[src/include/gen_defs.svh]
// generator channel widths, table depth, event and credit counts
// register map offsets
`ifndef GEN_DEFS_SVH
`define GEN_DEFS_SVH

// signed sample width
`define GEN_DW 16
// pointer integer and fraction bits
`define GEN_CWM 8
`define GEN_CWF 8
`define GEN_CW (`GEN_CWM + `GEN_CWF)
`define GEN_TBL_DEPTH (1 << `GEN_CWM)
// external event lines
`define GEN_EW 4
// burst counters
`define GEN_BLW 16
// downstream credits after reset
`define GEN_CREDITS 4

////////////////////
// register map
////////////////////
`define GEN_BAW 7
`define GEN_A_CTL     7'h00
`define GEN_A_IRQ_ENA 7'h08
`define GEN_A_IRQ_STS 7'h0c
`define GEN_A_MSK_CLR 7'h10
`define GEN_A_MSK_STR 7'h14
`define GEN_A_MSK_STP 7'h18
`define GEN_A_MSK_TRG 7'h1c
`define GEN_A_SIZ     7'h20
`define GEN_A_OFF     7'h24
`define GEN_A_STE     7'h28
`define GEN_A_BMODE   7'h30
`define GEN_A_BDL     7'h34
`define GEN_A_BLN     7'h38
`define GEN_A_BNM     7'h3c
`define GEN_A_BCNT    7'h40
`define GEN_A_MUL     7'h50
`define GEN_A_SUM     7'h54
`define GEN_A_ENA     7'h58

`endif

[src/source/gen_pkg.sv]
// shared types of the generator channel
// bus, table port, config, sample, gate, stream, events, burst state
`default_nettype none

`include "gen_defs.svh"

package gen_pkg;

  // register bus
  typedef struct packed {
    logic                wen;
    logic                ren;
    logic [`GEN_BAW-1:0] addr;
    logic [31:0]         wdata;
  } gen_bus_req_t;

  typedef struct packed {
    logic        ack;
    logic [31:0] rdata;
  } gen_bus_rsp_t;

  // waveform table write port
  typedef struct packed {
    logic                wen;
    logic [`GEN_CWM-1:0] addr;
    logic [`GEN_DW-1:0]  wdata;
  } gen_tbl_wr_t;

  // one-cycle commands
  typedef struct packed {
    logic clr;
    logic str;
    logic stp;
    logic trg;
  } gen_ctl_t;

  typedef struct packed {
    logic [`GEN_CW-1:0]         siz;
    logic [`GEN_CW-1:0]         off;
    logic [`GEN_CW-1:0]         ste;
    logic                       ben;
    logic                       inf;
    logic [`GEN_BLW-1:0]        bdl;
    logic [`GEN_BLW-1:0]        bln;
    logic [`GEN_BLW-1:0]        bnm;
    // gain has 14 fraction bits
    logic signed [`GEN_DW-1:0]  mul;
    logic signed [`GEN_DW-1:0]  sum;
    logic                       ena;
  } gen_cfg_t;

  typedef struct packed {
    logic signed [`GEN_DW-1:0] dat;
    logic                      per;
  } gen_smp_t;

  typedef struct packed {
    logic vld;
    logic dat_en;
    logic lst;
  } gen_gate_t;

  typedef struct packed {
    logic                      vld;
    logic signed [`GEN_DW-1:0] dat;
    logic                      per;
  } gen_stream_t;

  typedef struct packed {
    logic per;
    logic lst;
  } gen_evn_t;

  typedef enum logic [1:0] {IDLE, ARMED, DATA, PAUSE} gen_state_e;

endpackage

`default_nettype wire

[src/source/gen_phase.sv]
// waveform table RAM and fixed-point phase accumulator
// registered table sample with period wrap flag
`timescale 1ns/1ps
`default_nettype none

`include "gen_defs.svh"

module gen_phase (
  input  logic                  bus,
  input  logic                  ctl_rst,
  input  gen_pkg::gen_tbl_wr_t  tbl_wr,
  input  gen_pkg::gen_cfg_t     cfg,
  input  logic                  load,
  input  logic                  adv,
  output gen_pkg::gen_smp_t     smp
);

  localparam int CW  = `GEN_CW;
  localparam int CWF = `GEN_CWF;

  // table, written by the CPU only
  logic signed [`GEN_DW-1:0] tbl [`GEN_TBL_DEPTH];

  // pointer, integer part on top
  logic [CW-1:0] ptr;
  logic [CW:0]   ptr_sum;
  logic [CW:0]   ptr_dif;
  logic [CW-1:0] ptr_nxt;
  logic          wrap;

  ////////////////////
  // table RAM
  ////////////////////
  always_ff @(posedge bus) begin
    if (tbl_wr.wen) begin
      tbl[tbl_wr.addr] <= tbl_wr.wdata;
    end
  end

  ////////////////////
  // accumulator
  ////////////////////
  // one extra bit so the sum can pass the top of the range
  always_comb begin
    ptr_sum = {1'b0, ptr} + {1'b0, cfg.ste};
    ptr_dif = ptr_sum - {1'b0, cfg.siz};
    wrap    = (ptr_sum >= {1'b0, cfg.siz});
    ptr_nxt = wrap ? ptr_dif[CW-1:0] : ptr_sum[CW-1:0];
  end

  // reload beats advance
  always_ff @(posedge bus) begin
    if (ctl_rst) begin
      ptr <= '0;
    end else if (load) begin
      ptr <= cfg.off;
    end else if (adv) begin
      ptr <= ptr_nxt;
    end
  end

  // read at the pointer before the step, 1 cycle latency
  always_ff @(posedge bus) begin
    if (ctl_rst) begin
      smp.per <= 1'b0;
    end else if (adv) begin
      smp.per <= wrap;
    end
    if (adv) begin
      smp.dat <= tbl[ptr[CW-1:CWF]];
    end
  end

endmodule

`default_nettype wire

[config.mk]
export PLATFORM = sky130hd
export DESIGN_NAME = gen_phase
export DESIGN_NICKNAME = d
export VERILOG_FILES = /design/src/source/gen_pkg.sv /design/src/source/gen_phase.sv
export VERILOG_INCLUDE_DIRS = /design/src /design/src/include
export SDC_FILE = /design/constraint.sdc
export NUM_CORES = 2
export LEC_CHECK = 0
export ABC_AREA = 0
export ABC_CLOCK_PERIOD_IN_PS = 4500
export BUFFER_PORTS_ARGS = -buffer_cell sky130_fd_sc_hd__buf_2
export CORE_ASPECT_RATIO = 1.25
export CORE_MARGIN = 1.5
export CORE_UTILIZATION = 45
export DETAILED_ROUTE_END_ITERATION = 6
export GPL_TIMING_DRIVEN = 0
export PLACE_DENSITY = 0.74
export SYNTH_ARGS = -nofsm -noshare
export SYNTH_HDL_FRONTEND = slang
export SYNTH_SLANG_ARGS = --single-unit
export TNS_END_PERCENT = 50
[constraint.sdc]
create_clock -name bus -period 4.5 [get_ports bus]
set_clock_uncertainty 0.1 [all_clocks]
set_input_delay 0.9 -clock bus [delete_from_list [all_inputs] [get_ports bus]]
set_output_delay 0.9 -clock bus [all_outputs]
set_load 0.01 [all_outputs]
# After elaboration in Yosys (flattened, before gate mapping)
# Memories as Yosys holds them, arrays and structs flattened. A register that Yosys moved wholly into a read port is not among the register bits.
# Cells that the tools add are included.
[op_classes] addsub=2 n_reduce_logical=1 muxes=5 magnitude_cmp=1
[op_table] op="16-bit two-way mux" n=3
[op_table] op="16-bit by 16-bit adder with 17-bit output" n=1
[op_table] op="17-bit by 16-bit greater-or-equal comparator with 1-bit output" n=1
[op_table] op="16-bit subtractor" n=1
[op_table] op="1-bit two-way mux" n=2
[op_table] op="2-bit nonzero test" n=1
[word_totals] output_inout_bits=17 regBits=17 ram_bits=4096 elab_cells=12 inputBits=160 mem_count=1
[memory_table] name="tbl" depth=256 width=16 rd=1 rd_clocked_by_memory_dff=1 write_ports=1 line_no="gen_phase.sv:22" rtl="logic signed [`GEN_DW-1:0] tbl [`GEN_TBL_DEPTH];"

# Logic depth before layout (Yosys ltp)
[depth] ltp_word=5 mapped_depth=18 mapped_depth_nobuf=16

# Worst setup path after synthesis
# OpenSTA, ideal clock, no wires.
[synth_path] path_type="in2reg" from="in cfg[83] in the netlist's numbering" to="reg ptr[14]" required_time_ns=4.278 setup_ns=0.122 path_buffers=1 path_stages=16 slack_ns=-0.137 t_arrival_ns=4.415 path_cell_list="ha_1 -> fa_1 -> a211oi_1 -> o21ai_0 -> and3_1 -> a311oi_1 -> xnor2_1 -> ha_1 -> a21o_1 -> a21o_1 -> o31ai_1 -> a211o_1 -> nand3b_1 -> buf_2 -> and2_0 -> a221o_1"
[synth_via] elab_chain_cells=5 word_cells_on_any_way=6 cone_classes="add/sub (2); order compare (1); mux (3)"
[synth_rtl] element="start: declaration" line_no="gen_phase.sv:12" rtl="input gen_pkg::gen_cfg_t cfg,"
[synth_rtl] element="16-bit by 16-bit adder with 17-bit output (*)" line_no="gen_phase.sv:45" rtl="ptr_sum = {1'b0, ptr} + {1'b0, cfg.ste};"
[synth_rtl] element="16-bit subtractor or 17-bit by 16-bit greater-or-equal comparator with 1-bit output (tied branches)" line_no="gen_phase.sv:46, gen_phase.sv:47"
[synth_rtl] element="16-bit two-way mux (*)" line_no="gen_phase.sv:48" rtl="ptr_nxt = wrap ? ptr_dif[CW-1:0] : ptr_sum[CW-1:0];"
[synth_rtl] element="16-bit two-way mux (*)" line_no="gen_phase.sv:57" rtl="end else if (adv) begin"
[synth_rtl] element="16-bit two-way mux (*)" line_no="gen_phase.sv:55" rtl="end else if (load) begin"
[synth_rtl] element="end signal: assignment" line_no="gen_phase.sv:56" rtl="ptr <= cfg.off;"
[synth_rtl] element="end signal: assignment" line_no="gen_phase.sv:58" rtl="ptr <= ptr_nxt;"
[synth_rtl] element="end: declaration" line_no="gen_phase.sv:25" rtl="logic [CW-1:0] ptr;"
# Mark *: on every way between the ends. The rest lies on a longest branch, timed or not. The select of a mux whose other input is x is not followed.
# A chain may end at the register's enable or synchronous reset.

==> reports/metrics.cfg <==
[critical_path]
path_buf_inv = 3
crit_chain = clkbuf_2 -> buf_2 -> clkdlybuf4s15_2 -> mux2i_1 -> a22oi_1 -> nand3_1 -> nor2_1
worst_setup_path_start_kind = flip-flop
worstPathRequired_ns = 5.13
slowest_stage = dfxtp_1
crit_fanout = 10
crit_arrival_ns = 5.34
critPathKind = reg -> reg
endpoint_kind = flip-flop
worst_path_largest_cell_delay_ns = 0.77
cp_top_family = buffers and inverters

[global_route]
use_met1_pct = 30.44
grtUsageMet3_pct = 6.229
busiest_layer = met2
grt_max_degree = 169
use_met2_pct = 43.39
grt_pass1_vias = 79980
grt_use_total_pct = 26.43
overflow = 0
grt_pass1_wl_um = 647700
antenna_found_initial = 32

[sta]
slew_viol_final = 0
timing.final.ws_setup_ns = -0.2150
finalSetupViolCount = 16
max_clock_freq_ghz = 0.2121
timing.hold.ws_ns = 0.1384
slew-limit-headroom_pct = 0.2958
rsz0062_at_grt = true
fin_tns_setup_ns = -1.505
fin_crit_ns = 4.715
hold_violations = 0
worstMarginPinSlew_ns = 1.496
min_period_over_period_pct = 104.8

[synthesis]
synthTopCellsByArea = edfxtp_1 78%, mux4_2 18%, mux2i_1 0.79%
synth.ff_latch_count = 4129
synth_edf_count = 4112
synthTopCellsByCount = 4112 x edfxtp_1, 1284 x mux4_2, 294 x nor2_1, 210 x clkbuf_1, 125 x mux2i_1
yosysSeqAreaShare_pct = 77.71
syn-cell-area_mm2 = 0.1593
synth_cell_types = 57
synth-async-reset-ratio_pct = 0
syn_nets = 6786
synth_fa_ha_area_share_pct = 0.2764
ys_warn_count = 0
synth.most_common_cell = edfxtp_1
synth_compound_area_share_pct = 0.6895
yosys.area_share.xor_xnor_pct = 0.1264
syn_inst = 6592
synth.area.mux_share_pct = 18.94
synth.top_cell.area_share_pct = 77.50
synth_top_family_by_area = multiplexers
yosys.area_share.simple_pct = 1.247
synth.largest_area_cell = edfxtp_1
yosys_most_used_dff = edfxtp_1
synth.avg_cell_area_um2 = 24.17

[route]
viasPerCell = 6.495
finalWirelength_um = 475400
firstDrtPassIters = 7
drc_errors = 7
num_vias = 79860
avgRoutedWirePerCell_um = 38.67
ant_nets = 0
drt_first_iter_violations = 13160

[floorplan]
placementRows = 244
die_x_um = 535.2
coreArea_mm2 = 0.3529
initial_core_util_pct = 45.15
ios = 177
die_y_um = 668.3
die_area_mm2 = 0.3577

[placement]
placed_area_mm2 = 0.1711
hpwlAfterDp_um = 314000
dp.cells = 11610
gp_congestion = 0.9766
port_buffers = 87

[cts]
path_clk_slew_ns = 0.08
root_buffer = clkbuf_16
cts_buffers = 365
cts-htree-levels = 5
cts_tree = built
cts.sinks = 4129
cts_buffer_depth = 4
clk-insertion-delay-late_ns = 1.00

[pwr]
peakVddDrop_mv = 0.3988
powerDensity_mw_per_mm2 = 492.7
p_leak_nw = 55.78
p_total_mw = 90.42

[min_path]
hp-class = in -> reg

[cells_and_area]
layout-drive-gt1-share_pct = 35.99
fin_cells = 12300
fillCellCount = 25900
syn_to_final_growth_pct = 15.19
fin_area_mm2 = 0.1835
nNetsFinal = 7500

[status]
status = finished with violations
violations = DRC, capacitance limit, setup timing

[job]
maxCapViolations = 1

==> power by group <==
group	switching (mW)	internal, mW	leakage (nW)
combinational	10.3	6.29	13.0
clock	14.2	17.1	5.67
sequential	0.0906	42.5	37.1
==> cells in the final DEF, fill, tap and decap left out, drive strengths merged, types with 11 or more instances in the layout <==
cell | Yosys | layout
nor3b | 17 | 17
mux4 | 1284 | 1284
o22ai | 13 | 13
buf | 152 | 487
mux2i | 125 | 125
a21o | 11 | 11
a22oi | 52 | 52
dfxtp | 17 | 17
bufinv | 0 | 33
xnor2 | 17 | 17
diode | 0 | 22
nand2 | 50 | 50
nand3 | 31 | 31
clkbuf | 210 | 643
edfxtp | 4112 | 4112
a21oi | 34 | 34
and4 | 13 | 13
nand4 | 13 | 13
clkinvlp | 0 | 19
nor2b | 12 | 12
clkinv | 1 | 163
ha | 32 | 32
inv | 22 | 38
nor2 | 294 | 294
==> path summary, 6_finish.rpt <==
check	slack (ns)	start	depth (start not counted)	endpoint
worst min-delay path	0.14	cfg[105]	3	ptr[6]
worst min register to register	0.46	smp[0]	2	smp[0]
worst max-delay path	-0.21	ptr[11]	7	smp[10]
worst max register to register	-0.21	ptr[11]	7	smp[10]
==> flip-flops by register name, summed over array words and instances (netlist names) <==
name / cells
tbl: 4096
ptr: 16
smp: 17
==> repair_timing <==
item	in CTS	in global routing
gates resized for setup	227	58
setup endpoints to repair	29	27
pin swaps	0	7
endpoints found under the hold margin	0	0
buffers inserted	0	5
hold buffers	0	0
==> routing by layer <==
layer	wire length (µm)	up-vias
met2	231400	6636
li1	-	29870
met4	42320	6
met5	35	-
met3	53940	1425
met1	147700	41920
==> final cells by class <==
type / instances / area [µm²] / area share, %
clock buffer: 430 / 9484 / 5.168
inverter: 23 / 86.33 / 0.04704
multi-input combinational: 2078 / 34840 / 18.99
sequential: 4129 / 123800 / 67.47
tap: 4674 / 5848 / 3.186
antenna: 22 / 55.05 / 0.03000
timing repair buffer: 350 / 5265 / 2.869
clock inverter: 230 / 2176 / 1.186
buffer: 359 / 1951 / 1.063
==> kinds of logic after synthesis <==
kind of cell / count (synthesis)
multiplexers: 1409
buffers and inverters: 385
AO/OA/AOI/OAI: 160
AND/OR/NAND/NOR: 452
flip-flops: 4129
XOR/XNOR: 23
adder cells (fa/ha/maj): 34
==> worst reg2reg max path, cell delays in order, from the launching register on <==
cell and delay [ns]:
dfxtp_1 0.77, clkbuf_2 0.73, buf_2 0.72, clkdlybuf4s15_2 0.74, mux2i_1 0.17, a22oi_1 0.21
nand3_1 0.47, nor2_1 0.57
==> per-stage QoR <==
step                utilization [%]  worst slack [ns]
detailed placement            48.48            -1.595
global route                  52.00          -0.04747
CTS                           51.94         0.0001070
floorplan                         -           0.04131
finish                        52.00           -0.2150
global placement              46.93            -2.268
No activity file was read; power rests on OpenSTA's default activity.
