--- config.mk ---
export PLATFORM = sky130hd
export DESIGN_NAME = gen_out
export DESIGN_NICKNAME = d
export VERILOG_FILES = /design/src/source/gen_pkg.sv /design/src/source/gen_out.sv
export VERILOG_INCLUDE_DIRS = /design/src /design/src/include
export SDC_FILE = /design/constraint.sdc
export NUM_CORES = 1
export LEC_CHECK = 0
export BUFFER_PORTS_ARGS = -buffer_cell sky130_fd_sc_hd__buf_2
export CAP_MARGIN = 20
export CORE_MARGIN = 1.5
export CORE_UTILIZATION = 60
export CTS_CLUSTER_DIAMETER = 60
export DETAILED_ROUTE_END_ITERATION = 10
export PLACE_DENSITY = 0.83
export SETUP_SLACK_MARGIN = 0.2
export SKIP_LAST_GASP = 1
export SLEW_MARGIN = 15
export SYNTH_ARGS = -nofsm -noshare
export SYNTH_HDL_FRONTEND = slang
export SYNTH_SLANG_ARGS = --single-unit
--- constraint.sdc ---
create_clock -name bus -period 10.23 [get_ports bus]
set_input_delay 1.5345 -clock bus [delete_from_list [all_inputs] [get_ports bus]]
set_output_delay 1.5345 -clock bus [all_outputs]
set_load 0.01 [all_outputs]
--- src/include/gen_defs.svh ---
// generator channel widths, table depth, event and credit counts
// register map offsets
`ifndef GEN_DEFS_SVH
`define GEN_DEFS_SVH

// signed sample width
`define GEN_DW 16
// pointer integer and fraction bits
`define GEN_CWM 8
`define GEN_CWF 8
`define GEN_CW (`GEN_CWM + `GEN_CWF)
`define GEN_TBL_DEPTH (1 << `GEN_CWM)
// external event lines
`define GEN_EW 4
// burst counters
`define GEN_BLW 16
// downstream credits after reset
`define GEN_CREDITS 4

////////////////////
// register map
////////////////////
`define GEN_BAW 7
`define GEN_A_CTL     7'h00
`define GEN_A_IRQ_ENA 7'h08
`define GEN_A_IRQ_STS 7'h0c
`define GEN_A_MSK_CLR 7'h10
`define GEN_A_MSK_STR 7'h14
`define GEN_A_MSK_STP 7'h18
`define GEN_A_MSK_TRG 7'h1c
`define GEN_A_SIZ     7'h20
`define GEN_A_OFF     7'h24
`define GEN_A_STE     7'h28
`define GEN_A_BMODE   7'h30
`define GEN_A_BDL     7'h34
`define GEN_A_BLN     7'h38
`define GEN_A_BNM     7'h3c
`define GEN_A_BCNT    7'h40
`define GEN_A_MUL     7'h50
`define GEN_A_SUM     7'h54
`define GEN_A_ENA     7'h58

`endif

--- src/source/gen_pkg.sv ---
// shared types of the generator channel
// bus, table port, config, sample, gate, stream, events, burst state
`default_nettype none

`include "gen_defs.svh"

package gen_pkg;

  // register bus
  typedef struct packed {
    logic                wen;
    logic                ren;
    logic [`GEN_BAW-1:0] addr;
    logic [31:0]         wdata;
  } gen_bus_req_t;

  typedef struct packed {
    logic        ack;
    logic [31:0] rdata;
  } gen_bus_rsp_t;

  // waveform table write port
  typedef struct packed {
    logic                wen;
    logic [`GEN_CWM-1:0] addr;
    logic [`GEN_DW-1:0]  wdata;
  } gen_tbl_wr_t;

  // one-cycle commands
  typedef struct packed {
    logic clr;
    logic str;
    logic stp;
    logic trg;
  } gen_ctl_t;

  typedef struct packed {
    logic [`GEN_CW-1:0]         siz;
    logic [`GEN_CW-1:0]         off;
    logic [`GEN_CW-1:0]         ste;
    logic                       ben;
    logic                       inf;
    logic [`GEN_BLW-1:0]        bdl;
    logic [`GEN_BLW-1:0]        bln;
    logic [`GEN_BLW-1:0]        bnm;
    // gain has 14 fraction bits
    logic signed [`GEN_DW-1:0]  mul;
    logic signed [`GEN_DW-1:0]  sum;
    logic                       ena;
  } gen_cfg_t;

  typedef struct packed {
    logic signed [`GEN_DW-1:0] dat;
    logic                      per;
  } gen_smp_t;

  typedef struct packed {
    logic vld;
    logic dat_en;
    logic lst;
  } gen_gate_t;

  typedef struct packed {
    logic                      vld;
    logic signed [`GEN_DW-1:0] dat;
    logic                      per;
  } gen_stream_t;

  typedef struct packed {
    logic per;
    logic lst;
  } gen_evn_t;

  typedef enum logic [1:0] {IDLE, ARMED, DATA, PAUSE} gen_state_e;

endpackage

`default_nettype wire

--- src/source/gen_out.sv ---
// output stage of the generator channel
// credit counter, advance, gain and offset with saturation, stream and events
`timescale 1ns/1ps
`default_nettype none

`include "gen_defs.svh"

module gen_out (
  input  logic                   bus,
  input  logic                   ctl_rst,
  input  gen_pkg::gen_cfg_t      cfg,
  input  logic                   run,
  input  gen_pkg::gen_smp_t      smp,
  input  gen_pkg::gen_gate_t     gate,
  input  logic                   sto_credit,
  output logic                   adv,
  output gen_pkg::gen_stream_t   sto,
  output gen_pkg::gen_evn_t      evn
);

  localparam int DW  = `GEN_DW;
  localparam int CRW = $clog2(`GEN_CREDITS + 1);
  localparam logic signed [2*DW:0] SAT_MAX = (2**(DW-1)) - 1;
  localparam logic signed [2*DW:0] SAT_MIN = -(2**(DW-1));

  logic [CRW-1:0]          crd;
  logic signed [2*DW-1:0]  mul_full;
  logic signed [2*DW-1:0]  mul_sh;
  logic signed [2*DW:0]    add_full;
  logic signed [DW-1:0]    sat;
  logic signed [DW-1:0]    dat_w;

  ////////////////////
  // credits
  ////////////////////
  // one advance per free credit
  assign adv = run && (crd != '0);

  always_ff @(posedge bus) begin
    if (ctl_rst) begin
      crd <= CRW'(`GEN_CREDITS);
    end else if (adv && !sto_credit) begin
      crd <= crd - 1'b1;
    end else if (!adv && sto_credit) begin
      crd <= crd + 1'b1;
    end
  end

  ////////////////////
  // transform
  ////////////////////
  always_comb begin
    mul_full = smp.dat * cfg.mul;
    // drop the 14 fraction bits of the gain
    mul_sh   = mul_full >>> 14;
    add_full = mul_sh + cfg.sum;
    if (add_full > SAT_MAX) begin
      sat = SAT_MAX[DW-1:0];
    end else if (add_full < SAT_MIN) begin
      sat = SAT_MIN[DW-1:0];
    end else begin
      sat = add_full[DW-1:0];
    end
    // idle words and disabled output are zero
    dat_w = (gate.dat_en && cfg.ena) ? sat : '0;
  end

  // second stage, 2 cycles after the advance
  always_ff @(posedge bus) begin
    if (ctl_rst) begin
      sto.vld <= 1'b0;
      sto.per <= 1'b0;
      evn     <= '0;
    end else begin
      sto.vld <= gate.vld;
      sto.per <= gate.vld && gate.dat_en && smp.per;
      evn.per <= gate.vld && gate.dat_en && smp.per;
      evn.lst <= gate.vld && gate.lst;
    end
    sto.dat <= dat_w;
  end

endmodule

`default_nettype wire

* After elaboration in Yosys (flattened, before gate mapping)
Cells that the tools add are included.
** Operators by class
- Reduce and logical (&&, ||, !) cells :: 12
- $add $sub $neg :: 3
- $lt $le $gt $ge :: 2
- Bitwise gates (word level) :: 1
- $mul :: 1
- Multiplexer cells :: 4
** Operators with widths (count)
- $mul A16 B16 Y32 :: 1
- $add A18 B16 Y19 :: 1
- $gt A19 B16 Y1 const B :: 1
- $lt A19 B16 Y1 const B :: 1
- $mux W16 :: 1
- $mux W15 :: 1
- $logic_and A1 B1 Y1 :: 7
- $mux W3 :: 2
- $add A3 B1 Y3 const B :: 1
- $reduce_bool A3 Y1 :: 1
- $sub A3 B1 Y3 const B :: 1
- $logic_not A1 Y1 :: 2
- $reduce_bool A2 Y1 :: 1
- $reduce_or A2 Y1 :: 1
- $not A1 Y1 :: 1
** Storage, ports and cells
- Logic and storage cells :: 29
- Output and inout port bits :: 21
- Flip-flop bits (word level) :: 22
- Input bits :: 155

* Depth between registers and ports, before layout
- Depth after elaboration :: 6
- Depth in mapped cells :: 33
- Mapped depth without buffers :: 31

* Least setup slack after synthesis
Ideal clock, no wire load.
- Path type :: input to register
- Start point :: in cfg[18] (netlist name)
- End point :: reg sto[5] (netlist name)
- Buffers on the path :: 2
- Stages on the path :: 29
- Library setup time :: 0.126 ns
- Data required time :: 10.104 ns
- Arrival time :: 8.851 ns
- Slack :: 1.253 ns
- Path through :: clkbuf_1 nand2_1 inv_1 fa_1 inv_1 fa_1 inv_1 fa_1 fa_1 fa_1 inv_1 fa_1 inv_1 ha_1 or2_2 a21oi_1 o31ai_1 a21oi_1 o21bai_1 xor2_1 ha_1 a21o_1 a21oi_1 nor2b_1 a2111oi_0 a21boi_2 o31ai_2 buf_6 o31ai_1
** On the way
- Longest elaborated chain between the ends :: 5
- Elaborated cells between the ends (all ways) :: 6
- Classes of those cells :: 1 x add/sub; 1 x mul; 2 x order compare; 2 x mux
** Ends and longest elaborated chain
- start, declared :: line gen_out.sv:11 : input gen_pkg::gen_cfg_t cfg,
- $mul A16 B16 Y32 (*) :: line gen_out.sv:53 : mul_full = smp.dat * cfg.mul;
- $add A18 B16 Y19 (*) :: line gen_out.sv:56 : add_full = mul_sh + cfg.sum;
- $lt A19 B16 Y1 :: line gen_out.sv:59 : end else if (add_full < SAT_MIN) begin
- $mux W16 :: line gen_out.sv:59
- $mux W15 (*) :: line gen_out.sv:57 : if (add_full > SAT_MAX) begin
- end, declared :: line gen_out.sv:17 : output gen_pkg::gen_stream_t sto,
Mark *: on every way between the ends. The rest lies on a longest branch, timed or not.
A chain may end at the register's enable or synchronous reset.

* Worst setup path in the final report
- Start point :: in smp[16] (netlist name)
- End point :: reg sto[5] (netlist name)
** On the way
- Longest elaborated chain between the ends :: 5
- Elaborated cells between the ends (all ways) :: 6
- Classes of those cells :: 1 x add/sub; 1 x mul; 2 x order compare; 2 x mux
** Ends and longest elaborated chain
- start, declared :: line gen_out.sv:13 : input gen_pkg::gen_smp_t smp,
- $mul A16 B16 Y32 (*) :: line gen_out.sv:53
- $add A18 B16 Y19 (*) :: line gen_out.sv:56
- $lt A19 B16 Y1 :: line gen_out.sv:59
- $mux W16 :: line gen_out.sv:59
- $mux W15 (*) :: line gen_out.sv:57
Marked as above.

==> impl_results.md <==
* Sequential share of the synthesized area at 3.98%
* Worst Hold Endpoint: crd[1]$_SDFFE_PP0P_
* Reg clk slew, reported paths at 0.06 ns
* Initial antenna violation count at 0
* GRT Total Usage at 25.7%
* Worst skew pair latency at 0.26 ns
* Pin count of the biggest net entering global routing at 17
* Final hold vios at 0
* Arr. time, crit path at 9.57 ns
* Hold Buf Count CTS at 0
* Clock sink count at 22
* Main synth FF type: dfxtp_1
* Setup Fix Bufs, Post-CTS at 0
* Placer Congestion at 0.866
* Final period utilization at 92.0%
* # setup viols final at 0
* Status: complete, no violations
* Layout Utilization at 65.3%
* CTS Buffer Depth at 2
* Mapped Area at 11100 sq um
* Die Ht at 139 microns
* Critical path peak fanout at 16
* Post-synthesis area per instance at 9.19 sq um
* Net count, final at 1776
* Peak Freq at 106 MHz
* CP Launch Type: input port
* First-pass GRT wire length at 40.4 mm
* Worst flop-to-flop path startpoint: crd[0]$_SDFFE_PP0P_
* Yosys reg bits at 22
* Core region area at 18000 sq um
* CTS Buf Count at 3
* Rows at 49
* CTS tree: yes
* Depth of the worst register-to-register path at 7
* Vias in the first global route at 8890
* Flop2flop setup slack at 8.13 ns
* Die X at 139 microns
* Final Critical Period at 9.41 ns
* DRC viols at 0
* Final Max Tran Viols at 0
* DRT iter0 DRCs at 393
* CTS resizes at 0
* Top-area cell type share of the netlist area at 47.5%
* Clock Skew at 0.00744 ns
* Hold Crit Class: reg2reg
* Slew Limit Headroom at 52.7%
* Depth of the worst hold-timing path at 2
* Post-Synthesis Cells at 1206
* Initial core utilization at 61.5%
* RSZ-0062 raised after global routing: false
* Required arrival time at the worst endpoint at 10.40 ns
* Setup TNS at 0 ns
* Max-Cap Viols at 0
* DPL Wire Length at 20.4 mm
* IO Pins at 176
* GRT overflow at 0
* Post-synthesis async set-or-reset flop share at 0%
* Root buf cell: clkbuf_16
* DR vias at 8156
* Hold path startpoint: crd[1]$_SDFFE_PP0P_
* Post-synth top area cell: fa_1
* Post-Route WL at 23.8 mm
* Area Overhead vs Synth at 6.18%
* Synthesis Warnings at 0
* Largest cells by area after synthesis: fa_1 (48%), ha_1 (11%), inv_1 (10%)
* # diodes at 0
* Drt via density at 5.48
* First-pass iteration count of the detailed router at 5
* Wire per inst at 16.0 microns
* Full die area at 19300 sq um
* Slew @ Worst Pin at 0.704 ns
* Share of post-route cells with drive strength above 1 at 8.74%
* Crit. End Element: flip-flop
* H-tree levels at 1
* Number of flops mapped to enable cells by yosys at 0
* Synth unique cells at 52
* Post-route ant nets at 0
* RR Endpoint: crd[2]$_SDFFE_PP1P_
* Synthesized net count at 1723
* Crit Path Category: in2reg
* IO Port Bufs at 77
-- cells in the final DEF, fill, tap and decap left out, types with 3 or more instances in the layout --
| cell type | count |
|---|---|
| o21a_1 | 5 |
| a31oi_1 | 5 |
| fa_1 | 263 |
| xor2_1 | 15 |
| xnor2_1 | 29 |
| a21oi_1 | 30 |
| nand2_1 | 133 |
| o21ai_0 | 16 |
| a21o_1 | 12 |
| nor2_1 | 37 |
| buf_4 | 5 |
| o21bai_1 | 4 |
| nor3_1 | 3 |
| nand3_1 | 9 |
| a211o_1 | 3 |
| inv_1 | 301 |
| nor2b_1 | 6 |
| clkbuf_16 | 3 |
| nand4_1 | 4 |
| nand2b_1 | 5 |
| dfxtp_1 | 22 |
| ha_1 | 99 |
| and2_1 | 123 |
| o31ai_1 | 5 |
| o21ai_2 | 10 |
| buf_2 | 77 |
-- flip-flops by register name (all words and copies together), names as in the netlist --
signal,count
crd,3
evn,2
sto,17
-- per-layer routing --
metal	vias to the layer above	routed length, microns	part of all wire (%)	GRT usage [%]
met1	4159	8370	35	29.7
met4	0	1080	4.6	10.1
li1	3689	-	-	-
met3	81	904	3.8	1.48
met5	-	0	0	0
met2	227	13400	56	49.4
-- critical path: stages --
cell and delay, ns:
buf_2 0.21, nand2_1 0.16, inv_1 0.10, fa_1 0.70, inv_1 0.14, fa_1 0.76, inv_1 0.22, fa_1 0.49
fa_1 0.52, fa_1 0.50, inv_1 0.05, fa_1 0.47, inv_1 0.04, ha_1 0.33, or2_2 0.32, a21oi_1 0.20
nor2_1 0.06, a41oi_1 0.26, xnor2_1 0.16, ha_1 0.31, a21oi_1 0.31, o21ai_0 0.23, a2111oi_4 0.40, nor2_1 0.14
xor2_1 0.31, a41oi_4 0.20, buf_12 0.19, o31ai_1 0.21
-- cell families (layout without fill, tap and decap cells) --
logic type,Yosys count,after routing,share of synthesized area [%]
AO/OA/AOI/OAI,115,115,7.70
XOR/XNOR,44,44,3.48
adder cells (fa/ha/maj),362,362,58.7
buffers and inverters,336,388,11.6
flip-flops,22,22,3.98
AND/OR/NAND/NOR,327,327,14.6
-- worst max-delay path by stage --
stage               startpoint                  to  slack [ns]  cells after the start
floorplan              cfg[18]   sto[5]$_SDFF_PN0_        1.25                     29
global placement       smp[16]  sto[14]$_SDFF_PN0_        0.62                     27
detailed placement     smp[16]  sto[12]$_SDFF_PN0_        0.45                     27
CTS                    smp[16]  sto[12]$_SDFF_PN0_        0.68                     27
global route           smp[16]   sto[5]$_SDFF_PN0_        0.32                     31
finish                 smp[16]   sto[5]$_SDFF_PN0_        0.82                     28
-- Yosys cell counts (3+ instances only) --
cell type and count:
inv_1 301, fa_1 263, nand2_1 133, and2_1 123
ha_1 99, nor2_1 37, clkbuf_1 31, a21oi_1 30
xnor2_1 29, dfxtp_1 22, o21ai_0 16, xor2_1 15
a21o_1 12, o21ai_2 10, nand3_1 9, nor2b_1 6
a31oi_1 5, nand2b_1 5, o21a_1 5, o31ai_1 5
nand4_1 4, o21bai_1 4, a211o_1 3, nor3_1 3
-- cell type report --
class,count,area [sq um]
multi-input combinational,848,9360
fill,1449,6260
inverter,301,1130
timing repair buffer,83,443
sequential,22,440
tap,229,287
clock buffer,3,75.1
clock inverter,1,30.0
-- stage by stage --
| stage | std cells | setup WS, ns | hold slack (ns) | instance area (sq um) |
|---|---|---|---|---|
| finish | 1487 | 0.823 | 0.548 | 11800 |
| detailed placement | 1482 | 0.447 | 0.519 | 11600 |
| global route | 1487 | 0.323 | 0.625 | 11800 |
| floorplan | 1206 | 1.25 | 0.481 | 11100 |
| global placement | 1482 | 0.619 | 0.505 | 11600 |
| CTS | 1486 | 0.684 | 0.544 | 11700 |
Power is left out: the tool's default activity adds up to more than one toggle a clock period on the data nets, which glitch-free logic cannot reach.
