<file path="config.mk">
export PLATFORM = sky130hd
export DESIGN_NAME = gen_burst
export DESIGN_NICKNAME = d
export VERILOG_FILES = /design/src/source/gen_pkg.sv /design/src/source/gen_burst.sv
export VERILOG_INCLUDE_DIRS = /design/src /design/src/include
export SDC_FILE = /design/constraint.sdc
export NUM_CORES = 1
export LEC_CHECK = 0
export ABC_AREA = 1
export BUFFER_PORTS_ARGS = -buffer_cell sky130_fd_sc_hd__buf_2
export CORE_MARGIN = 3
export CORE_UTILIZATION = 47
export DETAILED_ROUTE_END_ITERATION = 8
export HOLD_SLACK_MARGIN = 0.1
export MAX_ROUTING_LAYER = met4
export PLACE_DENSITY = 0.78
export SYNTH_ARGS = -nofsm -noshare
export SYNTH_HDL_FRONTEND = slang
export SYNTH_SLANG_ARGS = --single-unit
</file>
<file path="constraint.sdc">
create_clock -name bus -period 2.34 [get_ports bus]
set_input_delay 0.468 -clock bus [delete_from_list [all_inputs] [get_ports bus]]
set_output_delay 0.468 -clock bus [all_outputs]
set_load 0.1 [all_outputs]
</file>
<file path="src/include/gen_defs.svh">
// generator channel widths, table depth, event and credit counts
// register map offsets
`ifndef GEN_DEFS_SVH
`define GEN_DEFS_SVH

// signed sample width
`define GEN_DW 16
// pointer integer and fraction bits
`define GEN_CWM 8
`define GEN_CWF 8
`define GEN_CW (`GEN_CWM + `GEN_CWF)
`define GEN_TBL_DEPTH (1 << `GEN_CWM)
// external event lines
`define GEN_EW 4
// burst counters
`define GEN_BLW 16
// downstream credits after reset
`define GEN_CREDITS 4

////////////////////
// register map
////////////////////
`define GEN_BAW 7
`define GEN_A_CTL     7'h00
`define GEN_A_IRQ_ENA 7'h08
`define GEN_A_IRQ_STS 7'h0c
`define GEN_A_MSK_CLR 7'h10
`define GEN_A_MSK_STR 7'h14
`define GEN_A_MSK_STP 7'h18
`define GEN_A_MSK_TRG 7'h1c
`define GEN_A_SIZ     7'h20
`define GEN_A_OFF     7'h24
`define GEN_A_STE     7'h28
`define GEN_A_BMODE   7'h30
`define GEN_A_BDL     7'h34
`define GEN_A_BLN     7'h38
`define GEN_A_BNM     7'h3c
`define GEN_A_BCNT    7'h40
`define GEN_A_MUL     7'h50
`define GEN_A_SUM     7'h54
`define GEN_A_ENA     7'h58

`endif

</file>
<file path="src/source/gen_pkg.sv">
// shared types of the generator channel
// bus, table port, config, sample, gate, stream, events, burst state
`default_nettype none

`include "gen_defs.svh"

package gen_pkg;

  // register bus
  typedef struct packed {
    logic                wen;
    logic                ren;
    logic [`GEN_BAW-1:0] addr;
    logic [31:0]         wdata;
  } gen_bus_req_t;

  typedef struct packed {
    logic        ack;
    logic [31:0] rdata;
  } gen_bus_rsp_t;

  // waveform table write port
  typedef struct packed {
    logic                wen;
    logic [`GEN_CWM-1:0] addr;
    logic [`GEN_DW-1:0]  wdata;
  } gen_tbl_wr_t;

  // one-cycle commands
  typedef struct packed {
    logic clr;
    logic str;
    logic stp;
    logic trg;
  } gen_ctl_t;

  typedef struct packed {
    logic [`GEN_CW-1:0]         siz;
    logic [`GEN_CW-1:0]         off;
    logic [`GEN_CW-1:0]         ste;
    logic                       ben;
    logic                       inf;
    logic [`GEN_BLW-1:0]        bdl;
    logic [`GEN_BLW-1:0]        bln;
    logic [`GEN_BLW-1:0]        bnm;
    // gain has 14 fraction bits
    logic signed [`GEN_DW-1:0]  mul;
    logic signed [`GEN_DW-1:0]  sum;
    logic                       ena;
  } gen_cfg_t;

  typedef struct packed {
    logic signed [`GEN_DW-1:0] dat;
    logic                      per;
  } gen_smp_t;

  typedef struct packed {
    logic vld;
    logic dat_en;
    logic lst;
  } gen_gate_t;

  typedef struct packed {
    logic                      vld;
    logic signed [`GEN_DW-1:0] dat;
    logic                      per;
  } gen_stream_t;

  typedef struct packed {
    logic per;
    logic lst;
  } gen_evn_t;

  typedef enum logic [1:0] {IDLE, ARMED, DATA, PAUSE} gen_state_e;

endpackage

`default_nettype wire

</file>
<file path="src/source/gen_burst.sv">
// burst sequencer of the generator channel
// state machine with data, idle and repetition counters, gate and reload
`timescale 1ns/1ps
`default_nettype none

`include "gen_defs.svh"

module gen_burst (
  input  logic                    bus,
  input  logic                    ctl_rst,
  input  gen_pkg::gen_cfg_t       cfg,
  input  gen_pkg::gen_ctl_t       ctl,
  input  logic                    adv,
  output logic                    run,
  output logic                    load,
  output gen_pkg::gen_gate_t      gate,
  output logic                    sts_arm,
  output logic [`GEN_BLW-1:0]     sts_bcnt
);

  gen_pkg::gen_state_e state, state_n;

  // data and idle counters within a burst
  logic [`GEN_BLW-1:0] cnt_dat, cnt_dat_n;
  logic [`GEN_BLW-1:0] cnt_idl, cnt_idl_n;
  // completed bursts
  logic [`GEN_BLW-1:0] bcnt, bcnt_n;
  logic                go;
  logic                fin;

  assign run      = (state == gen_pkg::DATA) || (state == gen_pkg::PAUSE);
  assign sts_arm  = (state == gen_pkg::ARMED);
  assign sts_bcnt = bcnt;

  // trigger while armed, or start and trigger together
  assign go = ((state == gen_pkg::ARMED) && ctl.trg) ||
              ((state == gen_pkg::IDLE) && ctl.str && ctl.trg);

  ////////////////////
  // next state
  ////////////////////
  always_comb begin
    state_n   = state;
    cnt_dat_n = cnt_dat;
    cnt_idl_n = cnt_idl;
    bcnt_n    = bcnt;
    load      = 1'b0;
    fin       = 1'b0;
    if (ctl.clr) begin
      state_n = gen_pkg::IDLE;
      bcnt_n  = '0;
    end else if (ctl.stp) begin
      state_n = gen_pkg::IDLE;
    end else if (go) begin
      state_n   = gen_pkg::DATA;
      load      = 1'b1;
      cnt_dat_n = '0;
      bcnt_n    = '0;
    end else begin
      case (state)
        gen_pkg::IDLE: begin
          if (ctl.str) begin
            state_n = gen_pkg::ARMED;
          end
        end
        // continuous mode stays here until stop
        gen_pkg::DATA: begin
          if (adv && cfg.ben) begin
            if (cnt_dat == cfg.bdl - 1'b1) begin
              cnt_dat_n = '0;
              cnt_idl_n = '0;
              bcnt_n    = bcnt + 1'b1;
              if (!cfg.inf && (bcnt_n == cfg.bnm)) begin
                state_n = gen_pkg::IDLE;
                fin     = 1'b1;
              end else if (cfg.bln == '0) begin
                load = 1'b1;
              end else begin
                state_n = gen_pkg::PAUSE;
              end
            end else begin
              cnt_dat_n = cnt_dat + 1'b1;
            end
          end
        end
        gen_pkg::PAUSE: begin
          if (adv) begin
            if (cnt_idl == cfg.bln - 1'b1) begin
              state_n = gen_pkg::DATA;
              load    = 1'b1;
            end else begin
              cnt_idl_n = cnt_idl + 1'b1;
            end
          end
        end
        default: ;
      endcase
    end
  end

  ////////////////////
  // state and gate
  ////////////////////
  // gate delayed once to line up with the table read
  always_ff @(posedge bus) begin
    if (ctl_rst) begin
      state   <= gen_pkg::IDLE;
      cnt_dat <= '0;
      cnt_idl <= '0;
      bcnt    <= '0;
      gate    <= '0;
    end else begin
      state       <= state_n;
      cnt_dat     <= cnt_dat_n;
      cnt_idl     <= cnt_idl_n;
      bcnt        <= bcnt_n;
      gate.vld    <= adv;
      gate.dat_en <= (state == gen_pkg::DATA);
      gate.lst    <= fin;
    end
  end

endmodule

`default_nettype wire

</file>
=== After elaboration in Yosys (flattened, before gate mapping) ===
Index checks and enable logic that the tools add are counted.

* Register bits: 53
* Input port bits: 138
* Output and inout bits: 22
* Word-level logic and storage cells: 96

* $add $sub $neg: 5
* Equal/unequal tests: 19
* Muxes and demuxes: 33
* Bitwise logic cells: 6
* Reduce and logical (&&, ||, !) cells: 25

{| class="wikitable"
|+ Operators with widths
! operator !! count
|-
| 2-to-1 mux 16 bit || 12
|-
| adder 16 x 1 -> 16 bit (second input constant) || 3
|-
| == test 16 bit || 3
|-
| case mux 16 bit (2 select lines) || 1
|-
| subtractor 16 x 1 -> 16 bit (second input constant) || 2
|-
| logical NOT 16 bit || 1
|-
| 2-to-1 mux 2 bit || 8
|-
| AND reduction 7 bit || 2
|-
| 2-to-1 mux 1 bit || 10
|-
| inequality test 3 x 2 -> 1 bit (second input constant) || 3
|-
| inequality test 3 bit (second input constant) || 3
|-
| AND reduction 4 bit || 2
|-
| AND reduction 8 bit || 1
|-
| nonzero test 2 bit || 4
|-
| OR reduction 7 bit || 1
|-
| inequality test 2 x 1 -> 1 bit (second input constant) || 3
|-
| inequality test 2 bit (second input constant) || 3
|-
| NOT 1 bit || 6
|-
| case mux 2 bit (3 select lines) || 1
|-
| logical AND 1 bit || 5
|-
| == test 2 bit (second input constant) || 2
|-
| inequality test 4 bit (second input constant) || 1
|-
| nonzero test 4 bit || 1
|-
| OR reduction 4 bit || 1
|-
| other kinds (8) || 9
|}

=== Logic depth before layout (Yosys ltp) ===
Gate-level depths: netlist (run 1).

* Depth after elaboration: 10
* Depth in mapped cells: 19

=== Least setup slack after synthesis (run 1) ===
OpenSTA, ideal clock, no wires.

* Path type: register to output
* Start point: register bcnt[0], in the netlist sts_bcnt[0]
* End point: output load
* Data arrival time: 3.218 ns
* Required time: 1.872 ns
* Path slack: -1.346 ns
* Cell stages (with the launch flop): 15
* Buffers on the path: 0
* Cell sequence: dfxtp_1 -> ha_1 -> nand3_1 -> nor2_1 -> nand3_1 -> and2_1 -> nor2_1 -> nor2_1 -> nand2_1 -> nor2_1 -> nand2_1 -> nand2_1 -> o21ai_0 -> nand2_1 -> nand2_1

* Cells in the longest elaborated chain, start to end: 10

{| class="wikitable"
|+ RTL lines
! element !! RTL line !! source
|-
| start: declaration || gen_burst.sv:27 || <nowiki>logic [`GEN_BLW-1:0] bcnt, bcnt_n;</nowiki>
|-
| start signal: assignment || gen_burst.sv:116 || <nowiki>bcnt <= bcnt_n;</nowiki>
|-
| adder 16 x 1 -> 16 bit || gen_burst.sv:72 || <nowiki>bcnt_n = bcnt + 1'b1;</nowiki>
|-
| == test 16 bit || gen_burst.sv:73 || <nowiki>if (!cfg.inf && (bcnt_n == cfg.bnm)) begin</nowiki>
|-
| logical AND 1 bit || gen_burst.sv:73 ||
|-
| 2-to-1 mux 1 bit || gen_burst.sv:73 ||
|-
| 2-to-1 mux 1 bit || gen_burst.sv:69 || <nowiki>if (cnt_dat == cfg.bdl - 1'b1) begin</nowiki>
|-
| 2-to-1 mux 1 bit || gen_burst.sv:68 || <nowiki>if (adv && cfg.ben) begin</nowiki>
|-
| case mux 1 bit (2 select lines) || gen_burst.sv:60 || <nowiki>case (state)</nowiki>
|-
| 2-to-1 mux 1 bit || gen_burst.sv:54 || <nowiki>end else if (go) begin</nowiki>
|-
| 2-to-1 mux 1 bit || gen_burst.sv:52 || <nowiki>end else if (ctl.stp) begin</nowiki>
|-
| 2-to-1 mux 1 bit || gen_burst.sv:49 || <nowiki>if (ctl.clr) begin</nowiki>
|-
| end: declaration || gen_burst.sv:15 || <nowiki>output logic load,</nowiki>
|}

No other way between the ends.

=== Worst setup path in the final report (run 1) ===
Ends and elaborated chain as after synthesis.

==> metrics, run 1 <==
slowest CP cell dfxtp_4; final count of hold timing violations 0; IO buf count 78; Core ar. 10400 um^2; worst skew pair latency 0.32 ns; failing checks setup timing; Final Max Slew Viols 0; Seq pwr share 46.2%; Slew headroom 66.3%; total die area 12000 um^2; ANT nets after route 0; Clock Sinks 53; post-synthesis sequential area ratio 21.1%; run status complete, but fails checks; CP cell instances ha_4, inv_2, nand2_1, nand2_1, nor2_1, nand2_1, nor2_2, nand3_1, nor2_2, nand3_2, nor2_4, nand2_2, nand2_2, o21ai_2, nand2_2, nand2_8, buf_12; Synth area leader dfxtp_1; row count 37; Crit path largest cell delay 0.39 ns; post-DR wirelength/cell 12.3 um; first-pass GRT wire length 22.8 mm; critical path startpoint category flip-flop; Hold Crit Class in2reg; CTS tree built; Worst-Margin Slew 0.506 ns; Mean Syn Cell Area 5.99 um^2; commonest non-fill, non-tap cell in the layout nand2_1; Setup violations, final 33; syn nets 986; Seq cells post-synth 53; Switching Share 32.6%; PD cells 279 nW/um^2; via/cell ratio 5.08; Initial DRC Count 426; # DRC 0; Pleak 3.16 nW; starting density of the core 48.4%; crit end category primary output; sw power 0.641 mW; chip height 109 um; prevailing post-synth register cell dfxtp_1; Arr. time, crit path 2.38 ns; worst endpoint required time 1.87 ns; TritonRoute pass-1 iters 5; CTS clk-pin slew, worst paths 0.11 ns; maximum clock rate 351 MHz; most frequent cells in the layout 210 x nand2_1, 127 x nor2_1, 123 x buf_4; Synth async-reset ratio 0%; Area growth syn-to-layout 40.1%; Worst Path Class, Setup reg2out; CP Max Fanout 4; combinational group share of total power 25.0%; PnR Total Power 1.96 mW; drt total wl 14.6 mm; vias in the first global route 5357; internal power 1.32 mW; gpl congestion 0.937; largest net degree at the start of global routing 20; Fill cells 900; layout net count 1192; library cells used by synthesis 42; ranking of synthesized cells by area dfxtp_1 21%, nand2_1 16%, nor2_1 10%, inv_1 7.8%, xor2_1 5.9%; RSZ-0062 raised after global routing yes; share of cells above drive strength 1 33.3%; ant diodes 0; Remaining Overflow, GRT 0; Clk pwr share 28.8%; vias 5997; Syn Inst Count 838; CTS Root Cell clkbuf_8; Worst Setup Slack, final -0.506 ns; antenna violations before repair 0; maximum vdd drop 0.294 mV; Max-Cap Viols 0; H-tree Lvls 2; clk buf depth 2; cts bufs inserted 5; Final Cycle Share 122%; EDFF count, synth 0; Yosys top cell area share 21.1%; hpwl dp 11.0 mm; final worst path period need 2.85 ns; die width 109 um; total negative slack -10.36 ns; Worst Skew 0.0139 ns; overall routing resource usage 23.8%; Post-Synthesis Cell Area 5020 um^2; Final Core Density 67.8%; total number of yosys warnings 0; IO Pins 160
[final timing paths]
path / startpoint / end / slack [ns] / cells past startpoint
worst max register to register: cnt_dat[15] / cnt_dat[7] / -0.29 / 17
worst min register to register: sts_bcnt[14] / sts_bcnt[14] / 0.51 / 2
worst min-delay path: adv / gate[2] / 0.40 / 3
worst max-delay path: sts_bcnt[0] / load / -0.51 / 17
[per-stage QoR]
stage / setup slack [ns] / cell area, um^2 / hold WS, ns / cells
floorplan: -0.287 / 5110 / 0.468 / 838
global placement: -0.586 / 6600 / 0.485 / 1164
detailed placement: -0.603 / 6600 / 0.489 / 1164
CTS: -0.531 / 6730 / 0.400 / 1173
global route: -0.712 / 7040 / 0.418 / 1181
finish: -0.506 / 7040 / 0.404 / 1181
[critical path: cells and delay by family, from the launching register on]
family / cells / cell delay, ns
and+or+nand+nor: 13 / 1.15
DFF: 1 / 0.39
adders and majority gates: 1 / 0.27
buffers and inverters: 2 / 0.20
AOI/OAI and AO/OA: 1 / 0.06
[power groups by stage]
stage / clock network (mW) / logic (mW) / registers [mW]
finish: 0.565 / 0.492 / 0.907
global route: 0.606 / 0.546 / 0.908
CTS: 0.574 / 0.467 / 0.907
detailed placement: 0 / 0.463 / 0.928
global placement: 0 / 0.454 / 0.927
floorplan: 0 / 0.246 / 0.955
[layer usage]
| metal | up-vias | GRT usage, % | part of all wire (%) |
|---|---|---|---|
| met5 | - | - | 0 |
| met4 | 0 | 6.14 | 2.0 |
| met3 | 30 | 2.94 | 6.3 |
| met2 | 199 | 41.0 | 49 |
| met1 | 2675 | 29.5 | 43 |
| li1 | 3093 | - | - |
[cells by family (layout without fill, tap and decap cells)]
| family | count (synthesis) | count (layout) | share of synthesized area (%) |
|---|---|---|---|
| simple gates | 523 | 523 | 47.4 |
| buf+inv | 124 | 331 | 10.2 |
| compound gates | 81 | 81 | 10.3 |
| flops | 53 | 53 | 21.1 |
| xor+xnor | 47 | 47 | 8.47 |
| fa+ha+maj | 10 | 10 | 2.49 |
[what timing repair did]
action / 4_1_cts / 5_1_grt
buffers inserted: 1 / 7
pin swaps: 7 / 9
resized for setup: 10 / 57
cloned: 0 / 2
hold buffers: 0 / 0
endpoints found under the setup margin: 2 / 51
[Yosys cell counts (2+ instances only)]
master and n:
a31oi_1 3, nand3_1 56, nor2_1 136, nand3b_1 5, inv_2 5, xor2_1 34, a21oi_2 17, nand2_4 2
nor2_2 12, inv_1 105, a21oi_1 24, nand3_4 3, nand2_2 17, or2_2 2, nor2_4 4, o21bai_1 3
o21ai_2 2, nand2_1 217, nor3b_1 3, o21ai_0 20, o21ai_1 7, nand4_1 34, dfxtp_1 53, o21ai_4 2
clkbuf_1 5, a21boi_0 2, xnor2_1 12, ha_1 10, buf_6 4, nor3_1 23, and2_1 5
[state kept, by name, summed over array words and instances (netlist names)]
name      count
cnt_idl      16
state         2
cnt_dat      16
sts_bcnt     16
gate          3
[cell type report]
class	count	area (um^2)	area share [%]
well taps	136	170	2.42
multi-input cells	661	3710	52.8
clock buffers	5	68.8	0.978
flip-flops and latches	53	1100	15.6
repair buffers	212	1540	21.8
inverters	111	420	5.98
clock inverters	3	26.3	0.373
No activity file was read; power rests on OpenSTA's default activity.
==> run 2, diff against run 1 <==
BUFFER_PORTS_ARGS = -buffer_cell sky130_fd_sc_hd__clkbuf_2   (was -buffer_cell sky130_fd_sc_hd__buf_2)
CORE_UTILIZATION = 36   (was 47)
PLACE_DENSITY = unset   (was 0.78)
SLEW_MARGIN = 20   (was unset)
==> run 2 against run 1 <==
Effect of this change:
- the flow still finishes with violations (setup timing)
- combinational power shrank 3%
- utilization shrank 16 points
- clock-buffer cell count is the same
- cell area shrank 0.53%
- first-iteration DRC count shrank 32%
- critical endpoint unchanged
- register-to-register slack gained 0.37 ns
- worst setup slack gained 0.0095 ns
- cell count grew 3.9%
- worst hold slack gained 0.066 ns
- clock power grew 41%
- sequential power is essentially flat
- critical path type is now in2out
==> metrics, run 2 (same netlist as run 1, synthesis figures left out) <==
largest net degree at the start of global routing 21; ANT nets after route 0; crit end category primary output; most frequent cells in the layout 208 x nand2_1, 134 x buf_4, 130 x nor2_1; hold path depth 4; die width 124 um; hpwl dp 11.6 mm; Seq pwr share 41.6%; PD cells 311 nW/um^2; Setup violations, final 2; Initial DRC Count 289; Final Core Density 52.0%; WHS Endpoint state[1]; commonest non-fill, non-tap cell in the layout nand2_1; Multi-input gate area 3600 um^2; R2R depth 18; RSZ-0062 raised after global routing yes; CTS Hold Buffers Added 0; failing checks setup timing; maximum clock rate 353 MHz; chip height 124 um; Core ar. 13500 um^2; overall routing resource usage 19.4%; Arr. time, crit path 2.37 ns; Slew headroom 62.5%; vias 5749; total die area 15400 um^2; drt total wl 14.3 mm; worst endpoint required time 1.87 ns; Clock Sinks 53; min-delay src ctl[1]; placed inst area 6720 um^2; IO Pins 160; layout net count 1197; IO buf count 78; H-tree Lvls 2; clk buf depth 2; r2r endpoint state[0]; CP Max Fanout 2; final worst path period need 2.84 ns; Worst R2R Start sts_bcnt[0]; worst skew pair latency 0.32 ns; post-DR wirelength/cell 11.7 um; Hold Crit Class in2reg; sw power 0.675 mW; final count of hold timing violations 0; antenna violations before repair 1; Final Cycle Share 121%; share of cells above drive strength 1 32.3%; CTS Root Cell clkbuf_16; register area 1100 um^2; CTS clk-pin slew, worst paths 0.07 ns; run status complete, but fails checks; first-pass GRT wire length 23.6 mm; Worst-Margin Slew 0.557 ns; Remaining Overflow, GRT 0; Worst Skew 0.0149 ns; gpl congestion 0.901; combinational group share of total power 21.8%; # DRC 0; starting density of the core 37.3%; internal power 1.50 mW; Area growth syn-to-layout 39.3%; Worst Path Class, Setup in2out; row count 42; fin area 7000 um^2; total negative slack -0.541 ns; Final Max Slew Viols 0; Max-Cap Viols 0; cts bufs inserted 5; Pleak 3.16 nW; r2r setup slk 0.08 ns; Switching Share 31.0%; Worst Setup Slack, final -0.496 ns; Fill cells 1413; CTS tree built; vias in the first global route 5300; maximum vdd drop 0.239 mV; Clk pwr share 36.5%; TritonRoute pass-1 iters 5; critical path startpoint category input port; via/cell ratio 4.69
[run 2: cell types whose count changed in the layout (fill, tap and decap cells not counted), sizes merged]
cell,previous run,this run
buf,210,141
clkinvlp,3,2
clkinv,1,2
diode,0,1
clkbuf,7,81
[run 2: area by class of cell]
class | instances | share of cell area [%]
Multi-Input combinational cell | 661 | 51.4
Timing Repair Buffer | 217 | 21.6
Sequential cell | 53 | 15.7
Inverter | 111 | 6.01
Tap cell | 176 | 3.15
Clock buffer | 5 | 1.79
Clock inverter | 3 | 0.358
Antenna cell | 1 | 0.0358
[run 2: worst max-delay path, stage by stage]
cell and delay, ns:
buf_6 0.07, clkinvlp_4 0.09, ha_4 0.27, inv_2 0.02
nand2_1 0.04, nand2_1 0.04, nor2_1 0.10, nand2_1 0.06
nor2_1 0.09, nand2_1 0.06, nor2_2 0.13, nand3_2 0.11
nor2_4 0.15, nand2_2 0.07, inv_2 0.06, nand2_2 0.06
o21ai_2 0.12, nand2_2 0.10, nand2_8 0.07, buf_12 0.17
[run 2: metal layers]
layer | wire, um | vias to the layer above | global-route usage (%)
li1 | - | 3090 | -
met1 | 6920 | 2534 | 25.1
met2 | 6450 | 104 | 31.3
met3 | 637 | 21 | 2.59
met4 | 287 | 0 | 6.43
met5 | 0 | - | -
[run 2: metrics by stage]
stage          hold WS [ns]  setup WS, ns  power (mW)  instances
2_1_floorplan         0.468        -0.287        1.20        838
3_5_place_dp          0.489        -0.641        1.40       1216
4_1_cts               0.454        -0.536        2.19       1225
5_1_grt               0.487        -0.656        2.28       1227
3_3_place_gp          0.487        -0.613        1.40       1216
6_report              0.471        -0.496        2.18       1227
[run 2: repair_timing]
action,4_1_cts,5_1_grt
pin swaps,11,20
gates resized for setup,12,19
endpoints found under the setup margin,3,25
setup buffers,1,1
[run 2: how the worst max path moves through the flow]
stage,end,start,slack [ns],cells past startpoint
floorplan,load,cfg[66],-0.29,18
global placement,load,cfg[66],-0.61,20
detailed placement,load,cfg[66],-0.64,20
CTS,load,cfg[66],-0.54,20
global route,load,sts_bcnt[0],-0.66,18
finish,load,cfg[66],-0.50,20
[run 2: power groups by stage]
stage | clock [mW] | sequential [mW] | combinational [mW]
floorplan | 0 | 0.955 | 0.246
global placement | 0 | 0.928 | 0.468
detailed placement | 0 | 0.928 | 0.471
CTS | 0.812 | 0.906 | 0.475
global route | 0.847 | 0.908 | 0.528
finish | 0.796 | 0.907 | 0.476
==> run 3, diff against run 2 <==
PLACE_DENSITY_LB_ADDON = 0.12   (was unset)
RECOVER_POWER = 25   (was unset)
==> run 3 against run 2 <==
Effect of this change:
- largest power group unchanged
- via count rose by 0.47%
- largest cell class unchanged
- total power grew 5.0%
- the flow still finishes with violations (setup timing)
- worst hold slack lost 0.030 ns
- cell count stayed put
==> metrics, run 3 (same netlist as run 1, synthesis figures left out) <==
Final Max Slew Viols 0; Remaining Overflow, GRT 0; Area growth syn-to-layout 41.7%; largest net degree at the start of global routing 21; Worst-Margin Slew 1.17 ns; PD cells 322 nW/um^2; most frequent cells in the layout 209 x nand2_1, 131 x nor2_1, 126 x buf_4; PnR Total Power 2.29 mW; clk buf depth 2; via/cell ratio 4.71; combinational group share of total power 21.5%; IO Pins 160; share of cells above drive strength 1 31.1%; TritonRoute pass-1 iters 5; Worst Setup Slack, final -0.508 ns; Finished Layout Cells 1227; CTS Root Cell clkbuf_16; Worst Path Class, Setup in2out; H-tree Lvls 2; Setup violations, final 2; crit end category primary output; sw power 0.643 mW; worst endpoint required time 1.87 ns; internal power 1.64 mW; drt total wl 14.4 mm; # DRC 0; chip height 124 um; Switching Share 28.1%; Pleak 3.17 nW; run status complete, but fails checks; ANT nets after route 0; row count 42; Inst Count DP 1212; layout net count 1198; maximum vdd drop 0.258 mV; vias in the first global route 5117; Arr. time, crit path 2.38 ns; min-delay src adv; Seq pwr share 39.6%; Worst Setup SP cfg[66]; hpwl dp 11.4 mm; vias 5776; Core ar. 13500 um^2; CP Max Fanout 2; worst hold margin 0.441 ns; Final Cycle Share 122%; critical path startpoint category input port; CTS clk-pin slew, worst paths 0.07 ns; maximum clock rate 351 MHz; Clock Sinks 53; RSZ-0062 raised after global routing yes; ant diodes 0; commonest non-fill, non-tap cell in the layout nand2_1; Clk pwr share 38.9%; antenna violations before repair 0; gpl congestion 0.900; total die area 15400 um^2; overall routing resource usage 19.3%; final worst path period need 2.85 ns; first-pass GRT wire length 23.4 mm; Max-Cap Viols 0; CTS tree built; IO buf count 78; Initial DRC Count 383; Worst Skew 0.0128 ns; Slew headroom 22.2%; post-DR wirelength/cell 11.7 um; Hold Crit Class in2reg; cts bufs inserted 5; Worst R2R Start sts_bcnt[1]; CTS Hold Buffers Added 0; final count of hold timing violations 0; r2r setup slk 0.10 ns; failing checks setup timing; worst skew pair latency 0.30 ns; starting density of the core 37.3%; die width 124 um
==> run 3: cell types whose count changed in the layout (fill, tap and decap cells not counted), moves of 3 or more <==
cell / delta
a21oi_1: -3
buf_4: -8
buf_6: +6
clkbuf_2: -13
clkbuf_1: +13
a21oi_2: +3
==> run 3: final timing paths <==
kind	endpoint	cells past startpoint
setup / recovery	load	20
hold / removal	gate[2]	3
setup reg to reg	state[0]	20
hold reg to reg	sts_bcnt[14]	2
==> run 3: area by class of cell <==
type,count,area [um^2]
multi-input cells,661,3630
fillers,1395,6340
well taps,176,220
inverters,111,423
flip-flops and latches,53,1100
clock inverters,1,30.0
clock buffers,7,143
repair buffers,218,1570
==> run 3: worst max-delay path, stage by stage <==
cell,delay (ns)
buf_6,0.07
clkinvlp_4,0.08
ha_4,0.27
inv_2,0.03
nand2_1,0.04
nand2_1,0.04
nor2_1,0.08
nand2_1,0.05
nor2_1,0.08
nand2_1,0.07
nor2_2,0.10
nand3_2,0.14
nor2_4,0.18
nand2_2,0.08
inv_2,0.06
nand2_2,0.05
o21ai_2,0.12
nand2_2,0.10
nand2_8,0.08
buf_12,0.16
==> run 3: through the flow <==
step | setup slack [ns] | util [%] | TNS, ns | area (um^2)
6_report | -0.508 | 52.9 | -0.512 | 7110
2_1_floorplan | -0.287 | - | -0.287 | 5110
3_5_place_dp | -0.679 | 49.9 | -9.34 | 6710
4_1_cts | -0.515 | 51.5 | -0.555 | 6930
5_1_grt | -0.683 | 52.9 | -2.10 | 7110
3_3_place_gp | -0.656 | 49.9 | -8.27 | 6710
==> run 3: layer usage <==
layer / vias up / track usage, % / routed length [um]
met3: 16 / 2.50 / 570
met1: 2534 / 26.1 / 7120
met2: 118 / 30.0 / 6420
met5: - / - / 0
met4: 0 / 6.30 / 288
li1: 3108 / - / -
==> run 3: what timing repair did <==
action / CTS / global route
setup buffers: 2 / 4
gates resized for setup: 12 / 34
cloned: 0 / 2
endpoints found under the setup margin: 2 / 51
pin swaps: 10 / 15
==> run 3: power by group through the flow <==
| stage | sequential, mW | clock, mW | combinational [mW] |
|---|---|---|---|
| floorplan | 0.955 | 0 | 0.246 |
| global placement | 0.928 | 0 | 0.477 |
| detailed placement | 0.928 | 0 | 0.477 |
| CTS | 0.906 | 0.921 | 0.480 |
| global route | 0.907 | 0.953 | 0.548 |
| finish | 0.907 | 0.890 | 0.491 |
